## src/source/usys_pkg.sv

```systemverilog
`default_nettype none

package usys_pkg;

    // array geometry
    localparam int ARRAY_ROWS = 4;
    localparam int ARRAY_COLS = 4;

    // input feature is signed, weights arrive as sign plus magnitude
    localparam int IWIDTH    = 8;
    localparam int MAG_WIDTH = IWIDTH - 1;
    localparam int IFM_MAX   = 2 ** MAG_WIDTH - 1;

    // one unary stream covers every magnitude value
    localparam int STREAM_LEN = 2 ** MAG_WIDTH;
    localparam int CNT_WIDTH  = $clog2(STREAM_LEN);

    // room for four full-scale products, twice over when runs add up
    localparam int OWIDTH = 18;

    typedef logic signed [IWIDTH-1:0] ifm_t;
    typedef logic [MAG_WIDTH-1:0]     mag_t;
    typedef logic signed [OWIDTH-1:0] acc_t;
    typedef logic [CNT_WIDTH-1:0]     cnt_t;

    localparam cnt_t CNT_LAST = cnt_t'(STREAM_LEN - 1);

    // magnitude of a signed feature, valid for -127..127
    function automatic mag_t ifm_mag(input ifm_t v);
        ifm_t pos;
        pos = v[IWIDTH-1] ? -v : v;
        return pos[MAG_WIDTH-1:0];
    endfunction

    // one accumulation step, weight magnitude with the combined sign
    function automatic acc_t signed_term(input logic neg, input mag_t mag);
        acc_t term;
        term = acc_t'(mag);
        return neg ? -term : term;
    endfunction

endpackage

`default_nettype wire

```

## src/source/pe_link_if.sv

```systemverilog
`timescale 1ns/1ps
`default_nettype none

// row bundle, travels left to right one column per cycle
interface ifm_link_if;

    logic en;
    logic clr;
    logic done;
    logic sign;
    // thermometer bit of the current stream cycle
    logic ubit;

    modport src (
        output en,
        output clr,
        output done,
        output sign,
        output ubit
    );

    modport dst (
        input en,
        input clr,
        input done,
        input sign,
        input ubit
    );

endinterface

// weight chain, travels top to bottom
interface wght_link_if;
    import usys_pkg::*;

    logic en;
    logic clr;
    logic sign;
    mag_t abs;

    modport src (
        output en,
        output clr,
        output sign,
        output abs
    );

    modport dst (
        input en,
        input clr,
        input sign,
        input abs
    );

endinterface

`default_nettype wire

```

## src/source/pe_inner.sv

```systemverilog
`timescale 1ns/1ps
`default_nettype none

module pe_inner (
    input  logic           clk,
    input  logic           rst_i,
    ifm_link_if.dst        ifm_in,
    wght_link_if.dst       wght_in,
    input  logic           en_o_i,
    input  usys_pkg::acc_t ofm_i,
    ifm_link_if.src        ifm_out,
    wght_link_if.src       wght_out,
    output logic           en_o_o,
    output usys_pkg::acc_t ofm_o
);
    import usys_pkg::*;

    logic w_sign_q;
    mag_t w_abs_q;
    logic w_clr_q;

    acc_t acc_q;
    acc_t acc_nxt;
    acc_t result_q;
    logic mac_hit;

    // row bundle gets one register stage per column
    always_ff @(posedge clk) begin
        if (rst_i) begin
            ifm_out.en   <= 1'b0;
            ifm_out.clr  <= 1'b0;
            ifm_out.done <= 1'b0;
            ifm_out.sign <= 1'b0;
            ifm_out.ubit <= 1'b0;
        end else begin
            ifm_out.en   <= ifm_in.en;
            ifm_out.clr  <= ifm_in.clr;
            ifm_out.done <= ifm_in.done;
            ifm_out.sign <= ifm_in.sign;
            ifm_out.ubit <= ifm_in.ubit;
        end
    end

    // weight register doubles as the shift chain stage
    always_ff @(posedge clk) begin
        if (rst_i) begin
            w_clr_q  <= 1'b0;
            w_sign_q <= 1'b0;
            w_abs_q  <= '0;
        end else begin
            w_clr_q <= wght_in.clr;
            if (wght_in.clr) begin
                w_sign_q <= 1'b0;
                w_abs_q  <= '0;
            end else if (wght_in.en) begin
                w_sign_q <= wght_in.sign;
                w_abs_q  <= wght_in.abs;
            end
        end
    end

    // shift enable reaches every row in the same cycle while clear walks down
    assign wght_out.en   = wght_in.en;
    assign wght_out.clr  = w_clr_q;
    assign wght_out.sign = w_sign_q;
    assign wght_out.abs  = w_abs_q;

    // temporal MAC adds one weight step per set input bit
    assign mac_hit = ifm_in.en && ifm_in.ubit;
    assign acc_nxt = mac_hit ? acc_q + signed_term(ifm_in.sign ^ w_sign_q, w_abs_q) : acc_q;

    always_ff @(posedge clk) begin
        if (rst_i) begin
            acc_q    <= '0;
            result_q <= '0;
        end else begin
            if (ifm_in.clr) begin
                acc_q <= '0;
            end else begin
                acc_q <= acc_nxt;
            end
            // keep the finished sum on the last stream cycle
            if (ifm_in.en && ifm_in.done) begin
                result_q <= acc_nxt;
            end
        end
    end

    // output chain stage sums this row into the column total
    always_ff @(posedge clk) begin
        if (rst_i) begin
            en_o_o <= 1'b0;
            ofm_o  <= '0;
        end else begin
            en_o_o <= en_o_i;
            if (en_o_i) begin
                ofm_o <= result_q + ofm_i;
            end
        end
    end

    // done only inside a stream
    a_done_in_stream: assert property (
        @(posedge clk) disable iff (rst_i)
        ifm_in.done |-> ifm_in.en
    );

endmodule

`default_nettype wire

```

## src/source/pe_border.sv

```systemverilog
`timescale 1ns/1ps
`default_nettype none

module pe_border (
    input  logic           clk,
    input  logic           rst_i,
    input  logic           en_i_i,
    input  logic           clr_i_i,
    input  usys_pkg::ifm_t ifm_i,
    wght_link_if.dst       wght_in,
    input  logic           en_o_i,
    input  usys_pkg::acc_t ofm_i,
    ifm_link_if.src        ifm_out,
    wght_link_if.src       wght_out,
    output logic           en_o_o,
    output usys_pkg::acc_t ofm_o
);
    import usys_pkg::*;

    logic sign_q;
    mag_t mag_q;
    cnt_t cnt_q;
    logic active_q;

    // encoded stream into this column's own PE
    ifm_link_if enc_link ();

    // latch the feature, then count through one stream
    always_ff @(posedge clk) begin
        if (rst_i) begin
            sign_q   <= 1'b0;
            mag_q    <= '0;
            cnt_q    <= '0;
            active_q <= 1'b0;
        end else if (en_i_i) begin
            sign_q   <= ifm_i[IWIDTH-1];
            mag_q    <= ifm_mag(ifm_i);
            cnt_q    <= '0;
            active_q <= 1'b1;
        end else if (active_q) begin
            // wraps back to zero after the last count
            cnt_q <= cnt_q + cnt_t'(1);
            if (cnt_q == CNT_LAST) begin
                active_q <= 1'b0;
            end
        end
    end

    // thermometer code, high for the first mag_q cycles
    assign enc_link.en   = active_q;
    assign enc_link.clr  = clr_i_i;
    assign enc_link.done = active_q && (cnt_q == CNT_LAST);
    assign enc_link.sign = sign_q;
    assign enc_link.ubit = active_q && (cnt_q < mag_q);

    pe_inner u_pe_inner (
        .clk      (clk),
        .rst_i    (rst_i),
        .ifm_in   (enc_link),
        .wght_in  (wght_in),
        .en_o_i   (en_o_i),
        .ofm_i    (ofm_i),
        .ifm_out  (ifm_out),
        .wght_out (wght_out),
        .en_o_o   (en_o_o),
        .ofm_o    (ofm_o)
    );

    // -128 has no 7-bit magnitude
    a_ifm_range: assert property (
        @(posedge clk) disable iff (rst_i)
        en_i_i |-> (ifm_i >= -IFM_MAX)
    );

    // a new feature must wait for the running stream to end
    a_no_restart: assert property (
        @(posedge clk) disable iff (rst_i)
        en_i_i |-> !active_q
    );

endmodule

`default_nettype wire

```

## src/source/usys_array.sv

```systemverilog
`timescale 1ns/1ps
`default_nettype none

module usys_array (
    input  logic                                                 clk,
    input  logic                                                 rst_i,
    input  logic [usys_pkg::ARRAY_ROWS-1:0]                      en_i_i,
    input  logic [usys_pkg::ARRAY_ROWS-1:0]                      clr_i_i,
    input  logic [usys_pkg::ARRAY_ROWS*usys_pkg::IWIDTH-1:0]     ifm_i,
    input  logic [usys_pkg::ARRAY_COLS-1:0]                      en_w_i,
    input  logic [usys_pkg::ARRAY_COLS-1:0]                      clr_w_i,
    input  logic [usys_pkg::ARRAY_COLS-1:0]                      wght_sign_i,
    input  logic [usys_pkg::ARRAY_COLS*usys_pkg::MAG_WIDTH-1:0]  wght_abs_i,
    input  logic [usys_pkg::ARRAY_COLS-1:0]                      en_o_i,
    output logic [usys_pkg::ARRAY_COLS*usys_pkg::OWIDTH-1:0]     ofm_o,
    output logic [usys_pkg::ARRAY_COLS-1:0]                      ofm_valid_o,
    output logic [usys_pkg::ARRAY_ROWS-1:0]                      row_done_o
);
    import usys_pkg::*;

    // row links, element r*ARRAY_COLS+c is the output of column c
    ifm_link_if ifm_link [ARRAY_ROWS*ARRAY_COLS] ();

    // column links, element c*(ARRAY_ROWS+1)+r is the input of row r
    wght_link_if wght_link [ARRAY_COLS*(ARRAY_ROWS+1)] ();

    // output chain, index r is the output of row r, top index enters row 3
    logic en_o_x [ARRAY_COLS][ARRAY_ROWS+1];
    acc_t ofm_x  [ARRAY_COLS][ARRAY_ROWS+1];

    ifm_t ifm_row [ARRAY_ROWS];

    for (genvar r = 0; r < ARRAY_ROWS; r++) begin : g_row_edge
        assign ifm_row[r] = ifm_t'(ifm_i[r*IWIDTH +: IWIDTH]);
        // done leaving the last column
        assign row_done_o[r] = ifm_link[r*ARRAY_COLS + ARRAY_COLS - 1].done;
    end

    for (genvar c = 0; c < ARRAY_COLS; c++) begin : g_col_edge
        assign wght_link[c*(ARRAY_ROWS+1)].en   = en_w_i[c];
        assign wght_link[c*(ARRAY_ROWS+1)].clr  = clr_w_i[c];
        assign wght_link[c*(ARRAY_ROWS+1)].sign = wght_sign_i[c];
        assign wght_link[c*(ARRAY_ROWS+1)].abs  = wght_abs_i[c*MAG_WIDTH +: MAG_WIDTH];

        assign en_o_x[c][ARRAY_ROWS] = en_o_i[c];
        assign ofm_x[c][ARRAY_ROWS]  = '0;

        assign ofm_o[c*OWIDTH +: OWIDTH] = ofm_x[c][0];
        assign ofm_valid_o[c]            = en_o_x[c][0];
    end

    for (genvar r = 0; r < ARRAY_ROWS; r++) begin : g_row
        pe_border u_pe_border (
            .clk      (clk),
            .rst_i    (rst_i),
            .en_i_i   (en_i_i[r]),
            .clr_i_i  (clr_i_i[r]),
            .ifm_i    (ifm_row[r]),
            .wght_in  (wght_link[r]),
            .en_o_i   (en_o_x[0][r+1]),
            .ofm_i    (ofm_x[0][r+1]),
            .ifm_out  (ifm_link[r*ARRAY_COLS]),
            .wght_out (wght_link[r+1]),
            .en_o_o   (en_o_x[0][r]),
            .ofm_o    (ofm_x[0][r])
        );

        for (genvar c = 1; c < ARRAY_COLS; c++) begin : g_col
            pe_inner u_pe_inner (
                .clk      (clk),
                .rst_i    (rst_i),
                .ifm_in   (ifm_link[r*ARRAY_COLS + c - 1]),
                .wght_in  (wght_link[c*(ARRAY_ROWS+1) + r]),
                .en_o_i   (en_o_x[c][r+1]),
                .ofm_i    (ofm_x[c][r+1]),
                .ifm_out  (ifm_link[r*ARRAY_COLS + c]),
                .wght_out (wght_link[c*(ARRAY_ROWS+1) + r + 1]),
                .en_o_o   (en_o_x[c][r]),
                .ofm_o    (ofm_x[c][r])
            );
        end
    end

endmodule

`default_nettype wire

```

## config.mk

```make
export PLATFORM = sky130hd
export DESIGN_NAME = usys_array
export DESIGN_NICKNAME = d
export VERILOG_FILES = /design/src/source/usys_pkg.sv /design/src/source/pe_link_if.sv /design/src/source/pe_inner.sv /design/src/source/pe_border.sv /design/src/source/usys_array.sv
export SDC_FILE = /design/constraint.sdc
export NUM_CORES = 2
export LEC_CHECK = 0
export ABC_AREA = 1
export ABC_CLOCK_PERIOD_IN_PS = 5100
export BUFFER_PORTS_ARGS = -buffer_cell sky130_fd_sc_hd__buf_4
export CAP_MARGIN = 20
export CORE_MARGIN = 4
export CORE_UTILIZATION = 50
export DETAILED_ROUTE_END_ITERATION = 6
export PLACE_DENSITY = 0.65
export SLEW_MARGIN = 25
export SYNTH_ARGS = -nofsm -noshare
export SYNTH_HDL_FRONTEND = slang
export SYNTH_SLANG_ARGS = --single-unit
```

## constraint.sdc

```tcl
create_clock -name clk -period 5.1 [get_ports clk]
set_input_delay 1.02 -clock clk [delete_from_list [all_inputs] [get_ports clk]]
set_output_delay 1.02 -clock clk [all_outputs]
set_load 0.02 [all_outputs]
```

==> impl_results.md <==
* Core Box Area at 143,000 um^2
* Vias/cell at 5.23
* Synthesized area per cell at 6.62 um^2
* CTS root buffer: clkbuf_16
* Die height at 388 um
* Share of cells above drive strength 1 at 0.0619
* Mapped Area at 72,100 um^2
* Total CTS buffers at 136
* I/O pin cnt at 166
* RSZ-0062 raised after global routing: false
* CP endpoint kind: register
* Kind of critical path: register to register
* CTS tree: yes
* Register area share after synthesis at 0.319
* Setup Skew at 23.8 ps
* Diodes inserted at 0
* Main synth FF type: dfxtp_1
* Layout Area Growth over Synthesis at 9.71%
* Final instance area at 79,100 um^2
* Setup TNS at 0 ps
* Post-CTS setup buffers at 0
* Max-cap violations at 0
* Mapped Cells at 10,900
* Fill count at 14,400
* Synthesis Warnings at 0
* DRC at 8
* Synth area leaders: dfxtp_1 (32%), nand2_1 (12%), ha_1 (9.4%)
* DIE WIDTH at 388 um
* GP Congestion at 0.936
* Initial Utilization at 0.502
* PwrDens at 274 nW/um^2
* Worst-Margin Slew at 1020 ps
* Total power at 21.6 mW
* Clock Path Buffers at 3
* Tmin final at 3290 ps
* Largest net degree at the start of global routing at 112
* Latest clock arrival within the worst-skew pair at 760 ps
* DRT antenna net count at 0
* DP HPWL at 158 mm
* WP data required at 5740 ps
* Failing checks: design-rule violations
* Final hold vios at 0
* Status: complete, but fails checks
* Die Area at 150,000 um^2
* F_max at 0.304 GHz
* Placement Rows at 139
* Gr ovfl total at 0
* Yosys top cell area share at 0.319
* Synth Net Count at 11,500
* Maximum fanout along the worst path at 5
* Final Setup Violations at 0
* DRT iter0 DRCs at 4,036
* Number of gates resized after cts at 0
* Final slew viol count at 0
* Reg2Reg Setup Slack at 1810 ps
* Arrival @ worst endpoint at 3930 ps
* Worst setup SP type: register
* Hold Path Class: register to register
* Top cell type by total area after synthesis: dfxtp_1
* Hold Buf Count CTS at 0
* Post-DP Area at 74,500 um^2
* #FFs+latches synth at 1,148
* GRT Resource Usage Total at 0.263
* H-tree levels at 4
* Final net count at 11,600
* Post-synth EDFFs at 0
* DRT Pass-1 Iters at 7
* Tcrit/Tclk final at 0.644
* Vias in the first global route at 64,300
* PortBufs at 165
* DR WL/cell at 15.7 um
* First-pass GRT wire length at 329 mm
* Ys async rst share at 0
* Cell leakage power at 39.9 nW
* Antenna violations before repair at 3
* Vias after detailed routing at 67,600
* VDD IR max at 0.264 mV
* Yosys cell types at 54
* Drt total wl at 204 mm
* Clock transition at path regs at 60 ps
* Slew margin rel. at 0.313
* CTS sink cnt at 1,148
[critical path, stage by stage, from the launching register on]
cell and delay, ps:
dfxtp_1 330, inv_1 180, ha_1 170, inv_1 50, nor3_1 130, inv_1 70
nor3_1 360, ha_1 320, nand2_1 60, o21ai_0 90, ha_1 370, nand2_1 130
nor2_1 120, nand2_1 60, nand2_1 160, nand2_1 100, nand2_1 60, nand2_1 50
nand3_1 120, nand3_1 130, nand2_1 100, inv_1 40
[cells in the final DEF (no fill, tap or decap), drive strengths merged]
cell / count
nand4: 63
a21o: 54
nor4: 15
mux2i: 24
o31ai: 17
a211oi: 11
or2: 27
a31o: 10
nor3: 127
and2: 39
clkinvlp: 13
xnor2: 73
buf: 188
nand3b: 69
clkbuf: 184
nor2: 1498
bufinv: 11
o211ai: 67
o21bai: 16
nand2: 2471
a21oi: 929
a21boi: 1
fa: 28
inv: 1567
o21ai: 715
and3: 2
xor2: 165
o22ai: 24
clkinv: 54
o21a: 22
nand3: 837
o41ai: 1
ha: 540
dfxtp: 1148
o221ai: 1
a31oi: 22
[report_power, final]
group          switching (mW)  internal [mW]
registers               0.204           9.19
clock network            4.06           5.97
logic                    1.49          0.722
total                    5.75           15.9
[registers in the layout, indices dropped and copies added, names as in the netlist, 8 cells and up]
name and flops:
g_row.u_pe_border.cnt_q 28, g_row.g_col.u_pe_inner.acc_q 216, g_row.u_pe_border.u_pe_inner.result_q 72, g_row.g_col.u_pe_inner.ifm_out.en 8
g_row.u_pe_border.u_pe_inner.wght_out.abs 28, g_row.u_pe_border.u_pe_inner.ofm_o 72, g_row.g_col.u_pe_inner.ifm_out.done 12, g_row.g_col.u_pe_inner.wght_out.clr 9
g_row.u_pe_border.mag_q 28, g_row.g_col.u_pe_inner.ifm_out.clr 8, g_row.g_col.u_pe_inner.wght_out.abs 84, g_row.g_col.u_pe_inner.ifm_out.sign 8
g_row.g_col.u_pe_inner.ofm_o 216, g_row.g_col.u_pe_inner.wght_out.sign 12, g_row.g_col.u_pe_inner.ifm_out.ubit 8, g_row.g_col.u_pe_inner.result_q 216
g_row.g_col.u_pe_inner.en_o_o 12, g_row.u_pe_border.u_pe_inner.acc_q 72
[synth_stat cells, drive strengths merged, types with 73 or more instances]
cell       n
a21oi    929
buf      169
clkbuf   117
dfxtp   1148
ha       540
inv     1554
nand2   2471
nand3    837
nor2    1498
nor3     127
o21ai    715
xnor2     73
xor2     165
[layout make-up]
cell class / instances / area [um^2] / share of cell area
tap: 1903 / 2380 / 0.0301
clock buffer: 184 / 3920 / 0.0496
inverter: 1584 / 5950 / 0.0753
multi-input combinational: 7868 / 41700 / 0.527
sequential: 1148 / 23000 / 0.291
clock inverter: 61 / 677 / 0.00856
timing repair buffer: 188 / 1440 / 0.0183
[stage by stage]
step | utilization | hold slack, ps | setup WS [ps] | cells
after floorplan | - | 403 | 2470 | 10900
after global placement | 0.519 | 409 | 1830 | 12700
after detailed placement | 0.519 | 413 | 1780 | 12700
after CTS | 0.551 | 421 | 1780 | 12900
after global routing | 0.551 | 444 | 1480 | 12900
final | 0.551 | 420 | 1810 | 12900
[final timing paths]
kind | cells after the start | to | start
setup / recovery | 21 | g_row[2].g_col[3].u_pe_inner.result_q[12] | g_row[2].g_col[3].u_pe_inner.wght_out.abs[0]
hold / removal | 2 | g_row[2].g_col[3].u_pe_inner.wght_out.clr | g_row[1].g_col[3].u_pe_inner.wght_out.clr
setup reg to reg | 21 | g_row[2].g_col[3].u_pe_inner.result_q[12] | g_row[2].g_col[3].u_pe_inner.wght_out.abs[0]
hold reg to reg | 2 | g_row[2].g_col[3].u_pe_inner.wght_out.clr | g_row[1].g_col[3].u_pe_inner.wght_out.clr
[cells by family (layout without fill, tap and decap cells)]
kind of cell	after synthesis	count (layout)	share of synthesized area
flip-flops	1148	1148	0.319
AO/OA/AOI/OAI	1890	1890	0.142
multiplexers	24	24	0.00333
adder cells (fa/ha/maj)	568	568	0.102
AND/OR/NAND/NOR	5148	5148	0.302
buffers and inverters	1871	2017	0.102
XOR/XNOR	238	238	0.0289
[per-layer routing]
| layer | GRT usage | wire length, um | up-vias |
|---|---|---|---|
| li1 | - | - | 35200 |
| met1 | 0.320 | 88800 | 30800 |
| met2 | 0.474 | 101000 | 1211 |
| met3 | 0.0285 | 6490 | 371 |
| met4 | 0.0989 | 7920 | 2 |
| met5 | 0 | 7 | - |
Note: power is estimated with default switching activity, not from simulation.
